$ cat src/rtl/spi_pkg.sv
// spi byte type, command field types and constants, command decoder state enum
`default_nettype none

package spi_pkg;

    typedef logic [7:0] spi_byte_t;     // one byte as clocked over spi
    typedef logic [2:0] cmd_len_t;      // command length field in bits 7..5

    // ==================================================
    // command byte layout
    // ==================================================
    localparam int CMD_LEN_LSB = 5;     // length occupies bits 7..5
    localparam int CMD_A16_BIT = 0;     // address bit 16 rides in the command byte

    localparam cmd_len_t CMD_LEN_NEXT  = 3'd1;  // read-next, command only
    localparam cmd_len_t CMD_LEN_READ  = 3'd3;  // command, addr hi, addr lo
    localparam cmd_len_t CMD_LEN_WRITE = 3'd4;  // command, data, addr hi, addr lo

    // decoder states, in the order the arguments arrive
    typedef enum logic [2:0] {
        READ_CMD,
        READ_DATA_ARG,
        READ_ADDR_HI_ARG,
        READ_ADDR_LO_ARG,
        XFER,
        DONE
    } com_state_t;

endpackage

`default_nettype wire

$ cat src/rtl/bus_pkg.sv
// memory bus address and data types
`default_nettype none

package bus_pkg;

    // ==================================================
    // byte-wide memory bus
    // ==================================================
    localparam int BUS_ADDR_W = 17;     // 128 KiB host address space
    localparam int BUS_DATA_W = 8;

    typedef logic [BUS_ADDR_W-1:0] bus_addr_t;
    typedef logic [BUS_DATA_W-1:0] bus_data_t;

    // a target decodes only the low bits it needs, the rest alias

endpackage

`default_nettype wire

$ cat src/rtl/pi_com.sv
// command decoder fsm that collects spi arguments and holds one bus request
`timescale 1ns/1ps
`default_nettype none

module pi_com import spi_pkg::*, bus_pkg::*; (
    input  logic      sys_clk,
    input  logic      reset,
    input  logic      rx_valid,
    input  logic      cs_active,
    input  spi_byte_t rx_byte,
    input  logic      done_in,
    output bus_addr_t addr,
    output bus_data_t wdata,
    output logic      rw_b,
    output logic      pending,
    output logic      done
);

    com_state_t state;
    cmd_len_t   cmd_len;
    logic       cmd_a16;

    // fields of the command byte, only meaningful in READ_CMD
    assign cmd_len = rx_byte[CMD_LEN_LSB +: 3];
    assign cmd_a16 = rx_byte[CMD_A16_BIT];

    // ==================================================
    // decoder fsm
    // ==================================================
    always_ff @(posedge sys_clk or posedge reset) begin
        if (reset) begin
            state   <= READ_CMD;
            addr    <= '0;
            rw_b    <= 1'b1;
            pending <= 1'b0;
            done    <= 1'b0;
        end else if (!cs_active) begin
            // session over, addr is kept so read-next carries on
            state   <= READ_CMD;
            pending <= 1'b0;
            done    <= 1'b0;
        end else begin
            case (state)
                READ_CMD: begin
                    if (rx_valid) begin
                        case (cmd_len)
                            CMD_LEN_NEXT: begin
                                addr  <= addr + bus_addr_t'(1);   // wraps at 17 bits
                                rw_b  <= 1'b1;
                                state <= XFER;
                            end
                            CMD_LEN_READ: begin
                                addr[16] <= cmd_a16;
                                rw_b     <= 1'b1;
                                state    <= READ_ADDR_HI_ARG;
                            end
                            CMD_LEN_WRITE: begin
                                addr[16] <= cmd_a16;
                                rw_b     <= 1'b0;
                                state    <= READ_DATA_ARG;
                            end
                            default: begin
                                state <= READ_CMD;  // unknown length, byte dropped
                            end
                        endcase
                    end
                end

                READ_DATA_ARG: begin
                    if (rx_valid) begin
                        state <= READ_ADDR_HI_ARG;  // data itself lands in wdata below
                    end
                end

                READ_ADDR_HI_ARG: begin
                    if (rx_valid) begin
                        addr[15:8] <= rx_byte;
                        state      <= READ_ADDR_LO_ARG;
                    end
                end

                READ_ADDR_LO_ARG: begin
                    if (rx_valid) begin
                        addr[7:0] <= rx_byte;
                        state     <= XFER;
                    end
                end

                XFER: begin
                    if (done_in) begin
                        pending <= 1'b0;
                        done    <= 1'b1;
                        state   <= DONE;
                    end else begin
                        pending <= 1'b1;    // held until the memory answers
                    end
                end

                DONE: begin
                    state <= DONE;          // extra bytes are ignored until cs rises
                end

                default: begin
                    state <= READ_CMD;
                end
            endcase
        end
    end

    // write data argument
    always_ff @(posedge sys_clk) begin
        if (cs_active && rx_valid && state == READ_DATA_ARG) begin
            wdata <= rx_byte;
        end
    end

endmodule

`default_nettype wire

$ cat config.mk
export PLATFORM = sky130hd
export DESIGN_NAME = pi_com
export DESIGN_NICKNAME = d
export VERILOG_FILES = /design/src/rtl/spi_pkg.sv /design/src/rtl/bus_pkg.sv /design/src/rtl/pi_com.sv
export SDC_FILE = /design/constraint.sdc
export NUM_CORES = 1
export LEC_CHECK = 0
export BUFFER_PORTS_ARGS = -buffer_cell sky130_fd_sc_hd__clkbuf_2
export CORE_MARGIN = 8
export CORE_UTILIZATION = 50
export CTS_BUF_LIST = sky130_fd_sc_hd__clkbuf_8
export DETAILED_ROUTE_END_ITERATION = 12
export PLACE_DENSITY = 0.71
export SLEW_MARGIN = 20
export SYNTH_ARGS = -nofsm -noshare
export SYNTH_HDL_FRONTEND = slang
export SYNTH_SLANG_ARGS = --single-unit
$ cat constraint.sdc
create_clock -name sys_clk -period 1.8 [get_ports sys_clk]
set_input_delay 0.09 -clock sys_clk [delete_from_list [all_inputs] [get_ports sys_clk]]
set_output_delay 0.09 -clock sys_clk [all_outputs]
set_load 0.05 [all_outputs]
==> run metrics, run 1 <==
post-synthesis compound-gate area fraction 23.94%; Max Cap Violations 0; post-synthesis register bit count 31; number of placement rows 22; category of the most critical setup path reg -> reg; number of placed instances with taps included 280; LEAKAGE 0.9518 nW; Final Slew Violations 0; maximum VDD drop 0.4763 mV; reg-to-reg critical path startpoint addr[0]; internal power consumption 1.206 mW; total wire length after detailed routing 5.056 mm; Net Count, Synth 205; residual overflow from global routing 0; clock transition time at the flip-flop clock pins of the worst setup and hold paths 0.06 ns; net load switching power 709.8 µW; worst-path fanout max 6; number of nets in the finished design 254; Post-Synth Simple-Gate Area 25.19%; Switching Fraction 37.05%; Tightest Pin Transition 0.7756 ns; worst hold path stage count 1; Yosys cell types 49; wire length of the first global-routing pass 8.500 mm; setup tns final 0 ns; synth top area cells dfrtp_1 30%, edfxtp_1 13%, a21oi_1 5.0%; launch point of the critical path addr[0]; share of the clock period used by the worst path 92.93%; pin count of the biggest net entering global routing 16; count of vias placed by the detailed router 1769; post-detailed-placement half-perimeter wirelength 3.830 mm; depth of the worst register-to-register path 5; power density of the placed cells 870.4 nW/µm²; area share of the largest cell type after synthesis 30.45%; setup repair after global routing missed its margin no; share of layout cells above drive strength 1 29.88%; maximum clock skew at final layout 0.007937 ns; count of buffers added by post-CTS timing repair for setup 0; run status complete, no violations; worst slew slack as a fraction of its limit 47.95%; fraction of the yosys area taken by sequential cells 45.19%; Core Box Area 3578 µm²; horizontal extent of the die 76.13 µm; Mapped Avg Cell Area 9.466 µm²; flop-to-flop setup slack 0.13 ns; sink count of the clock tree 31; maximum buffer depth of the clock tree 2; Hold Vio Cnt, Final 0; leading area contributor after synthesis dfrtp_1; instance area at placement 2108 µm²; DR vias/cell 6.121; total routing usage reported by global routing 17.74%; die height 76.13 µm; synthesis-to-finish area growth 21.73%; combinational share of power 28.4%; CP Data Arrival Time 1.82 ns; first-iteration detailed-routing DRC count 206; cell area after layout 2201 µm²; combinational family with the most area after synthesis simple AND/OR/NAND/NOR gates; DRC Markers 0; required time at the endpoint of the critical path 1.95 ns; via count of the first global-routing pass 1756; Synth Area in Adders 0.6920%; share of power burned in the clock network 26.0%; Primary FF master, synth dfrtp_1; Fmax achieved 597.8 MHz; min-delay worst type in -> reg; total of endpoints with negative setup slack in the final report 0; RePlAce Congestion 0.9171; initial antenna violation count 0; worst hold start rx_byte[3]; CTS tree built; Worst-Skew Late Latency 0.28 ns; first-pass detailed-route iteration total 4; number of buffers created by CTS 5; Synth Instances 191; number of flops mapped to enable cells by yosys 8; multiplexer area fraction after synthesis 1.176%; initial cell density of the core 50.52%; Hold EP wdata[3]; synthesis warning total 0; root buffer cell clkbuf_8; IO Port Bufs 40; endpoint of the lowest-slack register-to-register path addr[14]; io pins 41; ANT nets after route 0; H-tree depth 2; Syn Std Cell Area 1808 µm²; Async SR Flop Fraction 74.19%; area of the die 5796 µm²; final instance count without filler cells 289; startpoint kind of the worst setup timing path flip-flop; Post-Synth XOR/XNOR Area 0%; sequential cell fraction of total power 45.7%; number of antenna diodes 0; post-DR wirelength/cell 17.49 µm; crit end category flip-flop; post-layout minimum cycle time 1.673 ns
-- worst max-delay path, cell delays in order, from the launching register on --
cell and delay, ns:
dfrtp_2 0.43, ha_1 0.21, and2_1 0.24, and3_1 0.28, a311oi_1 0.28, a311oi_1 0.09
-- Yosys cell counts (2+ instances only) --
library cell  count
dfrtp_1          22
a21oi_1          18
nor2_1           13
nand2_1          12
o21ai_0          12
nand3_1          11
edfxtp_1          8
a2bb2oi_1         6
a31oi_1           6
buf_2             6
a22oi_1           5
and3_1            5
and2_1            4
and4_1            4
inv_1             4
nand4_1           4
nor2b_1           4
a21o_1            3
a311oi_1          3
clkbuf_1          3
o22a_1            3
and3b_1           2
nand3_2           2
nand3b_1          2
nor3_1            2
nor3b_1           2
o211ai_1          2
o22ai_1           2
-- sequential cells by signal (all words and copies together) (netlist names) --
| register | count |
|---|---|
| addr | 17 |
| done | 1 |
| pending | 1 |
| rw_b | 1 |
| state | 3 |
| wdata | 8 |
-- cell usage in the layout, fill, tap and decap left out, drive strengths merged, types with 2 or more instances in the layout --
master,Yosys,routed
or3b,2,2
o21ai,13,13
a21o,3,3
o22a,3,3
and3b,2,2
edfxtp,8,8
and2,5,5
dfrtp,22,22
and4,4,4
and3,5,5
buf,7,12
nand2,12,12
a22oi,5,5
a31oi,6,6
o211ai,2,2
o22ai,2,2
nor3b,3,3
inv,4,7
a311oi,3,3
nand3b,2,2
nand3,13,13
nand4,5,5
a21oi,18,18
nor2,13,13
nor3,2,2
clkbuf,4,45
nor2b,4,4
a2bb2oi,6,6
-- worst max-delay path by stage --
stage | end | slack [ns] | depth (start not counted)
3_5_place_dp | addr[12] | 0.10 | 4
5_1_grt | addr[12] | 0.02 | 5
4_1_cts | addr[12] | 0.1 | 5
2_1_floorplan | addr[12] | 0.009 | 5
6_report | addr[14] | 0.13 | 5
3_3_place_gp | addr[14] | 0.15 | 5
-- final cells by class --
class / instances / area (µm²)
well taps: 48 / 60.06
inverters: 4 / 15.01
multi-input cells: 145 / 923.4
fillers: 317 / 1378
clock buffers: 5 / 68.82
repair buffers: 53 / 300.3
flip-flops and latches: 31 / 822.0
clock inverters: 3 / 11.26
-- power by group through the flow --
stage          clock network (mW)  logic [mW]  registers, mW
6_report                    0.497       0.543          0.875
5_1_grt                     0.545       0.582          0.888
4_1_cts                     0.517       0.549          0.874
3_5_place_dp                    0       0.543          0.890
3_3_place_gp                    0       0.536          0.880
2_1_floorplan                   0       0.180           1.09
-- logic make-up after synthesis --
kind of cell	after synthesis
adders and majority gates	1
AOI/OAI and AO/OA	66
buffers and inverters	15
DFF	31
muxes	2
and+or+nand+nor	76
-- through the flow --
step                      hold slack [ns]  setup WS, ns  power, mW  util (%)
after global placement            0.07625        0.1523      1.415     58.92
after CTS                         0.04145       0.09938      1.940     61.43
after global routing              0.04580       0.01919      2.016     61.50
after floorplan                   0.09097      0.008896      1.270         -
after detailed placement          0.09031        0.1025      1.432     58.92
final                             0.04651        0.1273      1.916     61.50
-- what timing repair did --
action                                  CTS  global route
resized for setup                         0             3
endpoints found under the setup margin    0             4
hold buffers                              1             0
endpoints found under the hold margin     9             0
-- layer usage --
metal | vias to the layer above | GRT usage [%] | wire, µm
met4 | 0 | 5.577 | 82
met1 | 838 | 21.75 | 2109
met3 | 10 | 6.132 | 490
met2 | 91 | 28.45 | 2373
met5 | - | 0 | 0
li1 | 830 | - | -
Note: power is estimated with default switching activity, not from simulation.
==> run 2: changes to the inputs <==
PLACE_DENSITY = 0.74   (was 0.71)
SKIP_CTS_REPAIR_TIMING = 1   (was unset)
clock period = 1.4 ns   (was 1.8 ns; I/O delays follow)
==> run 2 against run 1 <==
The flow now finishes with violations (setup timing). Clock skew grew 0.0016 ns. Count of clock-buffer cells in the layout is the same. Hold slack lost 0.027 ns. Sequential share of layout area shrank 6.9 points. Non-clock buffer count grew 39. Global-route usage grew 0.55 points. Fmax grew 7.0%. Die area is the same. Critical endpoint is now addr[12].
==> run metrics, run 2 (synthesis gave the netlist of run 1 again) <==
run status finished, violations left; violated checks setup timing; first-pass detailed-route iteration total 4 (unchanged); category of the most critical setup path reg -> reg; share of power burned in the clock network 29.7% (+3.7 points); area of the die 5796 µm² (unchanged); cell area after layout 2749 µm² (+25%); net load switching power 1.040 mW (+47%); post-detailed-placement half-perimeter wirelength 3.982 mm (+4.0%); maximum buffer depth of the clock tree 2 (unchanged); Hold Vio Cnt, Final 0 (unchanged); category of cells accounting for the largest share of critical-path delay simple AND/OR/NAND/NOR gates; flop-to-flop setup slack -0.16 ns (-0.29 ns); sequential cell fraction of total power 38.2% (-7.5 points); ANT nets after route 0 (unchanged); layout filler cell count 247 (-22%); IO Port Bufs 40 (unchanged); internal power consumption 1.883 mW (+56%); crit path setup slack, layout -0.1630 ns (-0.2902 ns); register ranked first by flip-flop count addr; synthesis-to-finish area growth 52.04%; crit end category flip-flop; DR vias/cell 5.899 (-3.6%); Switching Fraction 35.58% (-1.5 points); commonest non-fill, non-tap cell in the layout buf_4; combinational share of power 32.1% (+3.7 points); post-layout minimum cycle time 1.563 ns (-0.1098 ns); total of endpoints with negative setup slack in the final report 24 (+24); pin count of the biggest net entering global routing 24 (+8); maximum clock skew at final layout 0.009516 ns (+0.001579 ns); Slowest-stage cell, CP or4_1; setup repair after global routing missed its margin yes; CTS tree built; number of nets in the finished design 293 (+15%); via count of the first global-routing pass 1810 (+3.1%); highest-count cells in the layout ignoring fill and taps 42 x buf_4, 40 x clkbuf_2, 17 x a21oi_1, 16 x dfrtp_2; Worst Hold Slack 0.01963 ns (-0.02688 ns); post-DR wirelength/cell 18.41 µm (+5.3%); count of buffer and inverter cells on the critical path 0 (unchanged); first-iteration detailed-routing DRC count 240 (+17%); LEAKAGE 1.188 nW (+25%); initial antenna violation count 0 (unchanged); DRC Markers 0 (unchanged); instance area at placement 2390 µm² (+13%); startpoint kind of the worst setup timing path flip-flop; residual overflow from global routing 0 (unchanged); min-delay worst type in -> reg; top flop regs addr: 17 flops, wdata: 8 flops, state: 3 flops; share of the clock period used by the worst path 111.6% (+19 points); Final Slew Violations 0 (unchanged); sink count of the clock tree 31 (unchanged); worst slew slack as a fraction of its limit 63.67% (+16 points); total chip power 2.923 mW (+53%); power density of the placed cells 1063 nW/µm² (+22%); wire length of the first global-routing pass 8.859 mm (+4.2%); Worst-Skew Late Latency 0.29 ns (about the same); RePlAce Congestion 0.8877 (-3.2%); number of antenna diodes 0 (unchanged); Fmax achieved 639.8 MHz (+7.0%); required time at the endpoint of the critical path 1.61 ns (-0.34 ns); share of layout cells above drive strength 1 54.29% (+24 points); number of buffers created by CTS 5 (unchanged); number of placement rows 22 (unchanged); maximum VDD drop 0.7493 mV (+57%); root buffer cell clkbuf_8; ordered list of cells on the worst path and3b_2 > nand3_4 > or4_1 > nand3_1; clock transition time at the flip-flop clock pins of the worst setup and hold paths 0.07 ns (about the same); Largest register FFs 17 (unchanged); Hold EP wdata[2]; horizontal extent of the die 76.13 µm (unchanged); worst-path fanout max 5 (-1); worst hold path stage count 1 (unchanged); endpoint of the lowest-slack register-to-register path addr[12]; initial cell density of the core 50.52% (unchanged); total routing usage reported by global routing 18.29% (+0.55 points); die height 76.13 µm (unchanged); max incr delay on CP 0.51 ns (+0.08 ns); count of vias placed by the detailed router 1935 (+9.4%); Tightest Pin Transition 0.5437 ns (-0.2319 ns); worst hold start rx_byte[2]; total wire length after detailed routing 6.040 mm (+19%); io pins 41 (unchanged); CP Data Arrival Time 1.78 ns (-0.04 ns); depth of the worst register-to-register path 4 (-1); Core Box Area 3578 µm² (unchanged); reg-to-reg critical path startpoint state[2]; H-tree depth 2 (unchanged); Max Cap Violations 0 (unchanged)
[run 2: power by group through the flow]
stage                     combinational [mW]  clock (mW)  sequential, mW
after detailed placement               0.846           0            1.12
after CTS                              0.848       0.879            1.10
after global routing                   0.994       0.921            1.13
after global placement                 0.836           0            1.11
after floorplan                        0.238           0            1.41
final                                  0.938       0.868            1.12
[run 2: cell type report]
class	instances	area, µm²	share of cell area [%]
clock buffer	5	68.82	2.503
inverter	4	15.01	0.5462
multi-input combinational	145	1085	39.46
tap	48	60.06	2.185
clock inverter	3	38.79	1.411
timing repair buffer	92	644.4	23.44
sequential	31	837.1	30.45
[run 2: worst max-delay path by stage]
stage	end	cells past startpoint	start
5_1_grt	addr[12]	4	state[2]
2_1_floorplan	addr[12]	5	addr[0]
4_1_cts	addr[12]	4	state[2]
3_5_place_dp	addr[14]	5	addr[0]
3_3_place_gp	addr[11]	5	state[0]
6_report	addr[12]	4	state[2]
[run 2: per-stage QoR]
step / setup TNS, ns / setup WS, ns / utilization, % / cells
floorplan: -1.288 / -0.2339 / - / 191
global placement: -0.5765 / -0.09730 / 66.78 / 313
detailed placement: -1.123 / -0.1435 / 66.78 / 313
CTS: -1.694 / -0.1307 / 69.79 / 321
global route: -3.140 / -0.1781 / 76.82 / 328
finish: -1.963 / -0.1630 / 76.82 / 328
[run 2: per-layer routing]
layer | up-vias | global-route usage, % | share of wire, %
met3 | 20 | 5.542 | 6.6
met1 | 912 | 22.79 | 42
li1 | 908 | - | -
met2 | 95 | 29.39 | 48
met5 | - | 0 | 0
met4 | 0 | 5.962 | 3.3
